$ cat src/source/vdecode_macros.svh
// vector decode widths, lane count and OP-V instruction encodings
`ifndef VDECODE_MACROS_SVH
`define VDECODE_MACROS_SVH

// datapath and index widths
`define XLEN      32
`define VREG_W    5
`define OFFSET_W  8
`define LANES     2

// major opcode of all vector instructions
`define OPC_OPV   7'b1010111

// funct3 operand categories
`define F3_IVV    3'b000
`define F3_MVV    3'b010
`define F3_IVI    3'b011
`define F3_IVX    3'b100
`define F3_MVX    3'b110
`define F3_CFG    3'b111

// funct6 codes, slide codes are shared with vslide1up/vslide1down under MVX
`define F6_ADD        6'b000000
`define F6_SUB        6'b000010
`define F6_RGATHER    6'b001100
`define F6_SLIDEUP    6'b001110
`define F6_SLIDEDOWN  6'b001111
`define F6_WADDU      6'b110000
`define F6_NSRL       6'b101100

`endif

$ cat src/source/vdecode_pkg.sv
// vector decode types shared by the control, offset, operand and register blocks
`include "vdecode_macros.svh"

package vdecode_pkg;

  // vsew field of vtype, bits 4:3
  typedef enum logic [1:0] {
    SEW8  = 2'd0,
    SEW16 = 2'd1,
    SEW32 = 2'd2
  } sew_t;

  // OP-V arithmetic encoding
  typedef struct packed {
    logic [5:0]         funct6;
    logic               vm;
    logic [`VREG_W-1:0] vs2;
    logic [`VREG_W-1:0] vs1;
    logic [2:0]         funct3;
    logic [`VREG_W-1:0] vd;
    logic [6:0]         opcode;
  } varith_t;

  // vsetvli / vsetivli encoding, vtypei[10] is bit 30
  typedef struct packed {
    logic               sel_ivli;
    logic [10:0]        vtypei;
    logic [`VREG_W-1:0] rs1_uimm;
    logic [2:0]         funct3;
    logic [`VREG_W-1:0] rd;
    logic [6:0]         opcode;
  } vcfg_t;

  typedef union packed {
    varith_t arith;
    vcfg_t   cfg;
  } vinstr_u;

  typedef struct packed {
    logic [`XLEN-1:0] vtype;
    logic [`XLEN-1:0] vl;
    logic [`XLEN-1:0] vstart;
  } csr_state_t;

  typedef enum logic {
    VS1_NORMAL,
    VS1_ZERO
  } vs1_src_t;

  typedef enum logic [2:0] {
    VS2_NORMAL,
    VS2_IDX_PLUS_RS1,
    VS2_IDX_PLUS_UIMM,
    VS2_IDX_PLUS_1,
    VS2_IDX_MINUS_1,
    VS2_VS1,
    VS2_RS1,
    VS2_UIMM
  } vs2_src_t;

  typedef enum logic [1:0] {
    VD_NORMAL,
    VD_IDX_PLUS_RS1,
    VD_IDX_PLUS_UIMM
  } vd_src_t;

  // operations handed to execute
  typedef enum logic [1:0] {
    ALU_ADD,
    ALU_SUB,
    ALU_MOVE,
    ALU_SRL
  } aluop_t;

  typedef struct packed {
    aluop_t             aluop;
    vs1_src_t           vs1_src;
    vs2_src_t           vs2_src;
    vd_src_t            vd_src;
    logic               wen;
    logic               vm;
    logic               widen;
    logic               narrow;
    logic               cfg;
    logic               illegal;
    logic               imm_signed;
    logic [4:0]         imm5;
    logic [`VREG_W-1:0] vs1;
    logic [`VREG_W-1:0] vs2;
    logic [`VREG_W-1:0] vd;
  } vctrl_t;

  typedef struct packed {
    logic [`OFFSET_W-1:0] offset;
    logic                 active;
    logic                 done;
  } elem_pos_t;

  typedef struct packed {
    logic [`LANES-1:0][`OFFSET_W-1:0] vs1;
    logic [`LANES-1:0][`OFFSET_W-1:0] vs2;
    logic [`LANES-1:0][`OFFSET_W-1:0] vd;
  } lane_offs_t;

  typedef struct packed {
    logic [`VREG_W-1:0]               vs1;
    logic [`VREG_W-1:0]               vs2;
    logic [`VREG_W-1:0]               vs3;
    logic [`LANES-1:0][`OFFSET_W-1:0] vs1_off;
    logic [`LANES-1:0][`OFFSET_W-1:0] vs2_off;
    logic [`LANES-1:0][`OFFSET_W-1:0] vs3_off;
    sew_t                             vs2_sew;
  } rf_read_req_t;

  typedef struct packed {
    logic [`LANES-1:0][`XLEN-1:0] vs1_data;
    logic [`LANES-1:0][`XLEN-1:0] vs2_data;
    logic [`LANES-1:0][`XLEN-1:0] vs3_data;
    logic [`LANES-1:0]            v0_mask;
  } rf_read_rsp_t;

  typedef struct packed {
    logic                         active;
    logic [`LANES-1:0]            wen;
    logic [`OFFSET_W-1:0]         woffset0;
    logic [`OFFSET_W-1:0]         woffset1;
    logic [`LANES-1:0][`XLEN-1:0] vs1_lanes;
    logic [`LANES-1:0][`XLEN-1:0] vs2_lanes;
    logic [`LANES-1:0][`XLEN-1:0] vs3_lanes;
    logic [`XLEN-1:0]             imm;
    logic [`XLEN-1:0]             xs1;
    logic [`VREG_W-1:0]           vd;
    aluop_t                       aluop;
    sew_t                         sew;
    sew_t                         eew;
    logic [`XLEN-1:0]             vl;
    logic                         is_masked;
    logic                         cfg_valid;
    logic [`XLEN-1:0]             next_vtype;
    logic [`XLEN-1:0]             next_avl;
    logic                         illegal;
  } de_t;

endpackage

$ cat src/source/vcontrol_unit.sv
// vector control unit, maps an OP-V word onto the decode control word
`timescale 1ns/1ns
`include "vdecode_macros.svh"

module vcontrol_unit (
  input  vdecode_pkg::vinstr_u instr,
  output vdecode_pkg::vctrl_t  ctrl
);

  logic       legal;
  logic       is_vv;
  logic       is_vx;
  logic [2:0] funct3;
  logic [5:0] funct6;

  assign funct3 = instr.arith.funct3;
  assign funct6 = instr.arith.funct6;
  assign is_vv  = (funct3 == `F3_IVV) || (funct3 == `F3_MVV);
  assign is_vx  = (funct3 == `F3_IVX) || (funct3 == `F3_MVX);

  always_comb begin
    ctrl         = '0;
    legal        = 1'b1;
    ctrl.vs1     = instr.arith.vs1;
    ctrl.vs2     = instr.arith.vs2;
    ctrl.vd      = instr.arith.vd;
    ctrl.vm      = instr.arith.vm;
    ctrl.imm5    = instr.arith.vs1;
    ctrl.wen     = 1'b1;
    ctrl.aluop   = vdecode_pkg::ALU_MOVE;
    ctrl.vs2_src = vdecode_pkg::VS2_NORMAL;
    ctrl.vd_src  = vdecode_pkg::VD_NORMAL;
    // vs1 register is only read by the vector-vector forms
    ctrl.vs1_src = is_vv ? vdecode_pkg::VS1_NORMAL : vdecode_pkg::VS1_ZERO;

    if (instr.arith.opcode != `OPC_OPV) begin
      legal = 1'b0;
    end else begin
      case (funct3)
        `F3_CFG: begin
          ctrl.cfg  = 1'b1;
          ctrl.wen  = 1'b0;
          ctrl.vm   = 1'b1;
          ctrl.imm5 = instr.cfg.rs1_uimm;
          ctrl.vd   = instr.cfg.rd;
          // bits 31:30 = 10 is vsetvl, not supported here
          if (instr.cfg.sel_ivli && !instr.cfg.vtypei[10]) begin
            legal = 1'b0;
          end
        end
        `F3_IVV, `F3_IVX, `F3_IVI: begin
          case (funct6)
            `F6_ADD, `F6_SUB: begin
              ctrl.aluop      = (funct6 == `F6_ADD) ? vdecode_pkg::ALU_ADD :
                                                      vdecode_pkg::ALU_SUB;
              ctrl.imm_signed = (funct3 == `F3_IVI);
            end
            `F6_RGATHER: begin
              ctrl.vs2_src = is_vv ? vdecode_pkg::VS2_VS1 :
                             is_vx ? vdecode_pkg::VS2_RS1 : vdecode_pkg::VS2_UIMM;
            end
            `F6_SLIDEUP: begin
              legal       = !is_vv;
              ctrl.vd_src = is_vx ? vdecode_pkg::VD_IDX_PLUS_RS1 :
                                    vdecode_pkg::VD_IDX_PLUS_UIMM;
            end
            `F6_SLIDEDOWN: begin
              legal        = !is_vv;
              ctrl.vs2_src = is_vx ? vdecode_pkg::VS2_IDX_PLUS_RS1 :
                                     vdecode_pkg::VS2_IDX_PLUS_UIMM;
            end
            `F6_NSRL: begin
              ctrl.aluop  = vdecode_pkg::ALU_SRL;
              ctrl.narrow = 1'b1;
            end
            default: legal = 1'b0;
          endcase
        end
        `F3_MVV, `F3_MVX: begin
          case (funct6)
            `F6_WADDU: begin
              ctrl.aluop = vdecode_pkg::ALU_ADD;
              ctrl.widen = 1'b1;
            end
            // vslide1up
            `F6_SLIDEUP: begin
              legal        = is_vx;
              ctrl.vs2_src = vdecode_pkg::VS2_IDX_MINUS_1;
            end
            // vslide1down
            `F6_SLIDEDOWN: begin
              legal        = is_vx;
              ctrl.vs2_src = vdecode_pkg::VS2_IDX_PLUS_1;
            end
            default: legal = 1'b0;
          endcase
        end
        default: legal = 1'b0;
      endcase
    end

    if (!legal) begin
      ctrl.illegal = 1'b1;
      ctrl.wen     = 1'b0;
    end
  end

endmodule

$ cat src/source/velement_counter.sv
// element counter, walks the index range two elements per cycle and owns busy
`timescale 1ns/1ns
`include "vdecode_macros.svh"

module velement_counter (
  input  logic                    CLK,
  input  logic                    nRST,
  input  vdecode_pkg::vctrl_t     ctrl,
  input  vdecode_pkg::csr_state_t csr,
  input  logic                    instr_valid,
  input  logic                    stall,
  input  logic                    flush,
  output vdecode_pkg::elem_pos_t  pos,
  output logic                    busy
);

  logic [`OFFSET_W-1:0] offset_q;
  logic [`OFFSET_W-1:0] cur;
  logic [`XLEN-1:0]     next_idx;
  logic                 accept;
  logic                 processing;
  logic                 done;

  assign accept     = instr_valid & ~busy & ~stall & ~flush;
  assign processing = (accept | busy) & ~stall & ~flush;

  // first pair starts at vstart
  assign cur = accept ? csr.vstart[`OFFSET_W-1:0] : offset_q;

  // end test is done at full width so a large vl still terminates
  assign next_idx = `XLEN'(cur) + `XLEN'(`LANES);
  assign done     = processing & (ctrl.cfg | ctrl.illegal | (next_idx >= csr.vl));

  always_ff @(posedge CLK, negedge nRST) begin
    if (!nRST) begin
      offset_q <= '0;
      busy     <= 1'b0;
    end else if (flush) begin
      offset_q <= '0;
      busy     <= 1'b0;
    end else if (processing) begin
      offset_q <= cur + `OFFSET_W'(`LANES);
      busy     <= ~done;
    end
  end

  assign pos.offset = cur;
  assign pos.active = processing;
  assign pos.done   = done;

endmodule

$ cat src/source/voffset_gen.sv
// offset generator, forms vs1, vs2 and vd element offsets for both lanes
`timescale 1ns/1ns
`include "vdecode_macros.svh"

module voffset_gen (
  input  vdecode_pkg::vctrl_t           ctrl,
  input  vdecode_pkg::elem_pos_t        pos,
  input  logic [`XLEN-1:0]              xs1,
  input  logic [`LANES-1:0][`XLEN-1:0]  vs1_data,
  output vdecode_pkg::lane_offs_t       offs
);

  logic [`OFFSET_W-1:0] rs1_off;
  logic [`OFFSET_W-1:0] uimm_off;
  logic [`LANES-1:0][`OFFSET_W-1:0] base;

  // all sums wrap at the offset width
  assign rs1_off  = xs1[`OFFSET_W-1:0];
  assign uimm_off = `OFFSET_W'(ctrl.imm5);

  always_comb begin
    for (int k = 0; k < `LANES; k++) begin
      // lane k normally handles element i+k
      base[k] = pos.offset + `OFFSET_W'(k);

      case (ctrl.vs1_src)
        vdecode_pkg::VS1_ZERO: offs.vs1[k] = '0;
        default:               offs.vs1[k] = base[k];
      endcase

      case (ctrl.vs2_src)
        vdecode_pkg::VS2_IDX_PLUS_RS1:  offs.vs2[k] = base[k] + rs1_off;
        vdecode_pkg::VS2_IDX_PLUS_UIMM: offs.vs2[k] = base[k] + uimm_off;
        vdecode_pkg::VS2_IDX_PLUS_1:    offs.vs2[k] = base[k] + 1'b1;
        vdecode_pkg::VS2_IDX_MINUS_1:   offs.vs2[k] = base[k] - 1'b1;
        // gather index comes from the vs1 element
        vdecode_pkg::VS2_VS1:           offs.vs2[k] = vs1_data[k][`OFFSET_W-1:0];
        vdecode_pkg::VS2_RS1:           offs.vs2[k] = rs1_off;
        vdecode_pkg::VS2_UIMM:          offs.vs2[k] = uimm_off;
        default:                        offs.vs2[k] = base[k];
      endcase

      case (ctrl.vd_src)
        vdecode_pkg::VD_IDX_PLUS_RS1:  offs.vd[k] = base[k] + rs1_off;
        vdecode_pkg::VD_IDX_PLUS_UIMM: offs.vd[k] = base[k] + uimm_off;
        default:                       offs.vd[k] = base[k];
      endcase
    end
  end

endmodule

$ cat src/source/voperand_select.sv
// operand select, builds the register file request and the next execute record
`timescale 1ns/1ns
`include "vdecode_macros.svh"

module voperand_select (
  input  vdecode_pkg::vctrl_t        ctrl,
  input  vdecode_pkg::elem_pos_t     pos,
  input  vdecode_pkg::csr_state_t    csr,
  input  vdecode_pkg::lane_offs_t    offs,
  input  logic [`XLEN-1:0]           xs1,
  input  vdecode_pkg::rf_read_rsp_t  rf_rsp,
  output vdecode_pkg::rf_read_req_t  rf_req,
  output vdecode_pkg::de_t           sel
);

  vdecode_pkg::sew_t sew;
  vdecode_pkg::sew_t sew_wide;
  vdecode_pkg::sew_t sew_narrow;

  assign sew        = vdecode_pkg::sew_t'(csr.vtype[4:3]);
  // wider saturates at 32, narrower at 8
  assign sew_wide   = (sew == vdecode_pkg::SEW8) ? vdecode_pkg::SEW16 : vdecode_pkg::SEW32;
  assign sew_narrow = (sew == vdecode_pkg::SEW32) ? vdecode_pkg::SEW16 : vdecode_pkg::SEW8;

  assign rf_req.vs1     = ctrl.vs1;
  assign rf_req.vs2     = ctrl.vs2;
  assign rf_req.vs3     = ctrl.vd;
  assign rf_req.vs1_off = offs.vs1;
  assign rf_req.vs2_off = offs.vs2;
  assign rf_req.vs3_off = offs.vd;
  // narrowing reads a double-width source
  assign rf_req.vs2_sew = ctrl.narrow ? sew_wide : sew;

  always_comb begin
    sel           = '0;
    sel.active    = pos.active;
    sel.woffset0  = offs.vd[0];
    sel.woffset1  = offs.vd[1];
    sel.vs1_lanes = rf_rsp.vs1_data;
    sel.vs2_lanes = rf_rsp.vs2_data;
    sel.vs3_lanes = rf_rsp.vs3_data;
    sel.xs1       = xs1;
    sel.vd        = ctrl.vd;
    sel.aluop     = ctrl.aluop;
    sel.sew       = sew;
    sel.eew       = ctrl.widen  ? sew_wide :
                    ctrl.narrow ? sew_narrow : sew;
    sel.vl        = csr.vl;
    sel.is_masked = ~ctrl.vm;
    sel.cfg_valid = ctrl.cfg;
    sel.illegal   = ctrl.illegal;

    for (int k = 0; k < `LANES; k++) begin
      // v0 mask and tail limit
      sel.wen[k] = ctrl.wen & (ctrl.vm | rf_rsp.v0_mask[k]) &
                   ((`XLEN'(pos.offset) + `XLEN'(k)) < csr.vl);

      // vslide1down inserts the scalar at element vl
      if (ctrl.vs2_src == vdecode_pkg::VS2_IDX_PLUS_1 && `XLEN'(offs.vs2[k]) == csr.vl) begin
        sel.vs2_lanes[k] = xs1;
      end
    end

    // vslide1up inserts the scalar at element vstart
    if (ctrl.vs2_src == vdecode_pkg::VS2_IDX_MINUS_1 && `XLEN'(pos.offset) == csr.vstart) begin
      sel.vs2_lanes[0] = xs1;
    end
  end

endmodule

$ cat src/source/vdecode_exec_reg.sv
// decode to execute register with immediate and vector config forming
`timescale 1ns/1ns
`include "vdecode_macros.svh"

module vdecode_exec_reg (
  input  logic                   CLK,
  input  logic                   nRST,
  input  vdecode_pkg::de_t       sel,
  input  vdecode_pkg::vctrl_t    ctrl,
  input  vdecode_pkg::elem_pos_t pos,
  input  vdecode_pkg::vinstr_u   instr,
  input  logic [`XLEN-1:0]       xs1,
  input  logic [`XLEN-1:0]       xs2,
  input  logic                   stall,
  input  logic                   flush,
  output vdecode_pkg::de_t       de
);

  vdecode_pkg::de_t de_next;

  always_comb begin
    de_next     = sel;
    de_next.imm = ctrl.imm_signed ? {{(`XLEN-5){ctrl.imm5[4]}}, ctrl.imm5} :
                                    {{(`XLEN-5){1'b0}}, ctrl.imm5};

    // vsetvli carries 11 vtype bits, vsetivli 10, vsetvl takes rs2
    if (!instr.cfg.sel_ivli) begin
      de_next.next_vtype = `XLEN'(instr.cfg.vtypei);
    end else if (instr.cfg.vtypei[10]) begin
      de_next.next_vtype = `XLEN'(instr.cfg.vtypei[9:0]);
    end else begin
      de_next.next_vtype = xs2;
    end

    de_next.next_avl = instr.cfg.sel_ivli ? `XLEN'(instr.cfg.rs1_uimm) : xs1;
  end

  always_ff @(posedge CLK, negedge nRST) begin
    if (!nRST) begin
      de <= '0;
    end else if (flush) begin
      de <= '0;
    end else if (!stall) begin
      // bubble on idle cycles
      de <= pos.active ? de_next : '0;
    end
  end

endmodule

$ cat src/source/vdecode_top.sv
// vector decode stage top, ties control, counter, offsets, operands and the de register
`timescale 1ns/1ns
`include "vdecode_macros.svh"

module vdecode_top (
  input  logic                      CLK,
  input  logic                      nRST,
  input  vdecode_pkg::vinstr_u      instr,
  input  logic                      instr_valid,
  input  logic                      stall,
  input  logic                      flush,
  input  vdecode_pkg::csr_state_t   csr,
  input  logic [`XLEN-1:0]          xs1,
  input  logic [`XLEN-1:0]          xs2,
  input  vdecode_pkg::rf_read_rsp_t rf_rsp,
  output vdecode_pkg::rf_read_req_t rf_req,
  output logic                      busy,
  output vdecode_pkg::de_t          de
);

  vdecode_pkg::vctrl_t     ctrl;
  vdecode_pkg::elem_pos_t  pos;
  vdecode_pkg::lane_offs_t offs;
  vdecode_pkg::de_t        sel;

  vcontrol_unit u_vcontrol_unit (
    .instr (instr),
    .ctrl  (ctrl)
  );

  velement_counter u_velement_counter (
    .CLK         (CLK),
    .nRST        (nRST),
    .ctrl        (ctrl),
    .csr         (csr),
    .instr_valid (instr_valid),
    .stall       (stall),
    .flush       (flush),
    .pos         (pos),
    .busy        (busy)
  );

  // gather offsets depend on the vs1 read data
  voffset_gen u_voffset_gen (
    .ctrl     (ctrl),
    .pos      (pos),
    .xs1      (xs1),
    .vs1_data (rf_rsp.vs1_data),
    .offs     (offs)
  );

  voperand_select u_voperand_select (
    .ctrl   (ctrl),
    .pos    (pos),
    .csr    (csr),
    .offs   (offs),
    .xs1    (xs1),
    .rf_rsp (rf_rsp),
    .rf_req (rf_req),
    .sel    (sel)
  );

  vdecode_exec_reg u_vdecode_exec_reg (
    .CLK   (CLK),
    .nRST  (nRST),
    .sel   (sel),
    .ctrl  (ctrl),
    .pos   (pos),
    .instr (instr),
    .xs1   (xs1),
    .xs2   (xs2),
    .stall (stall),
    .flush (flush),
    .de    (de)
  );

endmodule

$ cat config.mk
export PLATFORM = sky130hd
export DESIGN_NAME = vdecode_top
export DESIGN_NICKNAME = d
export VERILOG_FILES = /design/src/source/vdecode_pkg.sv /design/src/source/vcontrol_unit.sv /design/src/source/velement_counter.sv /design/src/source/voffset_gen.sv /design/src/source/voperand_select.sv /design/src/source/vdecode_exec_reg.sv /design/src/source/vdecode_top.sv
export VERILOG_INCLUDE_DIRS = /design/src /design/src/source
export SDC_FILE = /design/constraint.sdc
export NUM_CORES = 1
export LEC_CHECK = 0
export BUFFER_PORTS_ARGS = -buffer_cell sky130_fd_sc_hd__clkbuf_2
export CORE_AREA = 2 2 326 328
export DETAILED_ROUTE_END_ITERATION = 10
export DIE_AREA = 0 0 328 330
export PLACE_DENSITY = 0.49
export RECOVER_POWER = 50
export SYNTH_ARGS = -nofsm -noshare
export SYNTH_HDL_FRONTEND = slang
export SYNTH_SLANG_ARGS = --single-unit
export TNS_END_PERCENT = 10
$ cat constraint.sdc
create_clock -name CLK -period 13.9 [get_ports CLK]
set_clock_uncertainty 0.2 [all_clocks]
set_input_delay 2.085 -clock CLK [delete_from_list [all_inputs] [get_ports CLK]]
set_output_delay 2.085 -clock CLK [all_outputs]
set_load 0.03 [all_outputs]
# Word level (Yosys, flattened, before mapping)
# Cells that the tools add are included.
# classes
add_sub_neg	11
n_mul	0
div	0
n_lt_le_gt_ge	3
n_eq_ne	26
shift	0
mux	57
bitwise	20
reduce_logical	17
# op_table
operator	count
385-bit two-way mux	3
32-bit two-way mux	7
8-bit case mux with 7 select lines	2
8-bit by 32-bit equality test with 1-bit output	3
8-bit two-way mux	5
32-bit greater-or-equal comparator	1
32-bit less-than comparator	1
8-bit by 32-bit less-than comparator with 1-bit output	1
8-bit case mux with 2 select lines	2
2-bit two-way mux	11
3-bit equality test, second input constant	7
6-bit by 4-bit equality test with 1-bit output, second input constant	3
3-bit case mux with 2 select lines	3
8-bit by 1-bit adder with 8-bit output, second input constant	2
8-bit by 5-bit adder with 8-bit output	2
8-bit adder	2
1-bit two-way mux	16
8-bit by 1-bit subtractor with 8-bit output, second input constant	2
3-bit by 2-bit equality test with 1-bit output, second input constant	4
6-bit equality test, second input constant	2
1-bit bitwise AND	10
10-bit two-way mux	1
8-bit by 1-bit adder with 9-bit output, second input constant	1
8-bit by 2-bit adder with 9-bit output, second input constant	1
other kinds (24)	42
# totals
ff_bits	394
latch_bits	0
mem_bits_rw	0
romBits	0
output_inout_bits	451
mem_count	0

# Logic depth before layout (Yosys ltp)
# logic_depth
depth_word	16
ltp_mapped	24

# Modules after synthesis
# From an unflattened synthesis, not the netlist that was laid out.
# hier_totals
cells_unflattened	2102
hier_area_um2	22390.2
# modules_own_cells
mod	n_inst	cells_per_inst	area_each_um2	seq_area_each_um2
vdecode_exec_reg	1	864	13011.2	8983.6
voperand_select	1	579	4708.3	0.0
voffset_gen	1	444	3046.7	0.0
velement_counter	1	114	994.7	225.2
vcontrol_unit	1	101	629.4	0.0

# Worst setup path before layout
# Ideal clock, no wire load.
# synth_path
path_kind	in2out
startpoint	input port flush
endpoint	output port rf_req[33] (netlist bit)
t_arrival_ns	6.355
path_slack_ns	5.260
path_stages	18
path_cell_list	nor4b_4 > buf_6 > mux2i_2 > inv_1 > ha_1 > clkbuf_1 > nand2_1 > xnor2_1 > o21ai_0 > ha_1 > o21ai_0 > o211ai_1 > a31oi_1 > xnor3_1 > a311o_1 > nand4bb_1 > o22ai_1 > nor2_1
# synth_lines
element	line_no	rtl
from (decl)	vdecode_top.sv:11	input logic flush,
to (decl)	vdecode_top.sv:16	output vdecode_pkg::rf_read_req_t rf_req,

==> reports/qor.txt <==
fin nets: 2,991
synth cell count leaders: 368 x dfrtp_1, 266 x a22o_1, 117 x nand2_1
clk_lat worst skew: 0.62 ns
first-pass GRT wire length: 136 mm
post-place setup slack: 3.90 ns
post-CTS sizing: 0
status: finished, violations left
register-to-register setup slack: 5.45 ns
Final setup viols: 0
CTS Buffer Depth: 3
clk slew on worst S/H paths: 0.05 ns
worst-path fanout max: 29
drt via density: 4.65
total grt overflow: 0
root buf cell: clkbuf_16
layout cell share with drive strength beyond 1: 23.2%
Chip Width: 328 µm
Ports: 842
PnR worst setup slack: 2.53 ns
Num CTS Buffers: 48
DRC: 0
Setup crit end kind: output port
setup repair after global routing missed its margin: no
largest family of logic cells by synthesized area: compound AO/OA/AOI/OAI gates
H-tree Lvls: 2
die area: 108,000 µm²
Post-synth top flop: dfrtp_1
initial cell density of the core: 18.5%
Slew headroom: -213%
Port Buffers: 811
via count: 18,400
wire length per cell: 24.7 µm
failing checks: max-capacitance violations, max-slew violations
hpwl dp: 74.0 mm
Fillers: 11,500
worst min-delay path category: register to register
WP data required: 11.61 ns
WS Path Type: input pin to output port
initial drt markers: 1,444
Chip Height: 330 µm
Setup Buffers After CTS: 0
Tot GR Track Use: 17.1%
synth top area cells: dfrtp_1 47%, a22o_1 12%, mux2i_1 4.7%
most frequent cell after synthesis: dfrtp_1
adder-cell share of the synthesized area: 4.34%
Leak Pwr: 11.8 nW
router iterations before antenna repair: 5
Max Slew Vio Count: 313
gp weighted congestion: 0.923
Seq/Total Area, Yosys: 47.4%
dominant cell type by area after synthesis: dfrtp_1
Compound-Gate Fraction of Synth Area: 25.1%
Area Overhead vs Synth: 32.4%
vias in the first global route: 18,000
Cell Rows: 119
MaxCap Viol Count: 5
mux contribution to synthesized area: 5.43%
pwr dens: 111 nW/µm²
post-synthesis instance total: 1,818
#FFs+latches synth: 368
Peak Freq: 0.0880 GHz
Netlist cell types: 93
Routed Antenna Nets: 0
Synth top area share: 47.4%
clk sink count: 368
syn nets: 2,274
Simple-Gate Fraction of Synth Area: 9.50%
Fin Setup TNS: 0 ns
Post-synth ARST share: 100%
Max VDD drop: 84.0 µV
FF-to-FF path depth: 20
Least-Margin Pin Slew: 4.70 ns
startpoint types: input pin
EDFF count, synth: 0
Synth Area in XOR/XNOR: 2.46%
initial antenna violation count: 10
Yosys Warn Count: 0
routed wire length: 98.0 mm
arrival time at the worst endpoint: 9.08 ns
post-layout min period: 11.37 ns
largest net degree at the start of global routing: 167
CTS tree: built
Hold Buf Count CTS: 0
core area: 105,000 µm²
endpoints failing hold: 0
mean cell area of the mapped netlist: 10.7 µm²
fin crit share: 81.8%
worst hold path depth: 2
cell area after synthesis: 19,400 µm²
## metal layers
| layer | part of all wire [%] | vias up | GRT usage [%] |
|---|---|---|---|
| met5 | 0.035 | - | 0 |
| li1 | - | 8270 | - |
| met3 | 6.9 | 165 | 3.54 |
| met4 | 3.3 | 6 | 5.71 |
| met1 | 43 | 9183 | 22.8 |
| met2 | 46 | 816 | 27.6 |
## power breakdown
group	switching [mW]	leakage, nW	internal, mW
Clock	0.530	0.776	0.722
Combinational	0.336	5.99	0.138
Sequential	0.0220	5.04	1.11
## critical path: stages
cell,delay [ns]
clkbuf_2,0.13
nor4b_1,0.32
clkbuf_1,1.59
mux2i_2,0.16
inv_1,0.47
ha_1,0.32
nand3_1,0.13
mux2i_1,0.24
xor2_1,0.59
inv_1,0.33
ha_1,0.41
nand2_1,0.06
o21ai_0,0.69
nand2_1,0.17
nor2_1,0.31
mux2_2,0.42
a221o_1,0.37
clkbuf_2,0.22
## registers in the layout, indices dropped and copies added, names as in the netlist
name / flops
u_velement_counter.offset_q: 8
u_velement_counter.busy: 1
u_vdecode_exec_reg.de: 359
## final timing paths
check	startpoint	end
max	flush	rf_req[17]
min in group asynchronous	nRST	u_vdecode_exec_reg.de[7]
min reg2reg	u_vdecode_exec_reg.de[40]	u_vdecode_exec_reg.de[40]
max in group asynchronous	nRST	u_vdecode_exec_reg.de[305]
max reg2reg	u_velement_counter.busy	u_vdecode_exec_reg.de[298]
min	u_vdecode_exec_reg.de[40]	u_vdecode_exec_reg.de[40]
## layout by cell type (no fill, tap or decap), types with 8 or more instances in the layout
cell type  count
nand2b_1      13
clkinv_2       9
clkbuf_8      12
nor3_1        19
clkbuf_2     450
o21ai_1       35
nand2_1      117
o21ai_0       83
a211oi_1       8
clkbuf_1     372
xnor2_1       33
buf_4         30
mux2i_1       92
a221oi_1      14
a21o_1        21
nand3_1       34
dfrtp_1      368
nor2b_1       14
xor2_1        12
a22o_1       266
and2_1        10
and3_1         9
clkbuf_16     48
a31oi_1       11
nor4_1        20
a21oi_1       56
o21a_1        10
nor2_1        70
inv_1         44
a22oi_1       69
nand4_1       17
ha_1          61
## cell type report
class | instances | area [µm²] | area share (%)
Clock buffer | 67 | 1390 | 5.42
Clock inverter | 17 | 178 | 0.691
Sequential cell | 368 | 9210 | 35.8
Multi-Input combinational cell | 1223 | 9110 | 35.5
Timing Repair Buffer | 846 | 3870 | 15.1
Antenna cell | 5 | 12.5 | 0.0487
Inverter | 48 | 188 | 0.730
Tap cell | 1391 | 1740 | 6.77
## stage by stage
step / total power [mW] / area [µm²] / util, % / hold WS [ns] / instances
floorplan: 1.40 / 19400 / - / 0.312 / 1818
global placement: 1.63 / 24600 / 23.5 / 0.261 / 3876
detailed placement: 1.63 / 24600 / 23.5 / 0.268 / 3876
CTS: 2.92 / 26200 / 25.0 / 0.282 / 3960
global route: 2.98 / 25700 / 24.5 / 0.297 / 3960
finish: 2.86 / 25700 / 24.6 / 0.276 / 3965
## cells by family (layout without fill, tap and decap cells)
kind of cell	Yosys count	count (layout)
xor gates and xnor gates	49	49
adders and majority gates	65	65
other	0	5
buffers and inverters	227	978
muxes	101	101
AOI/OAI and AO/OA	641	641
and+or+nand+nor	367	367
DFF	368	368
Power figures use the tool's default switching activity.
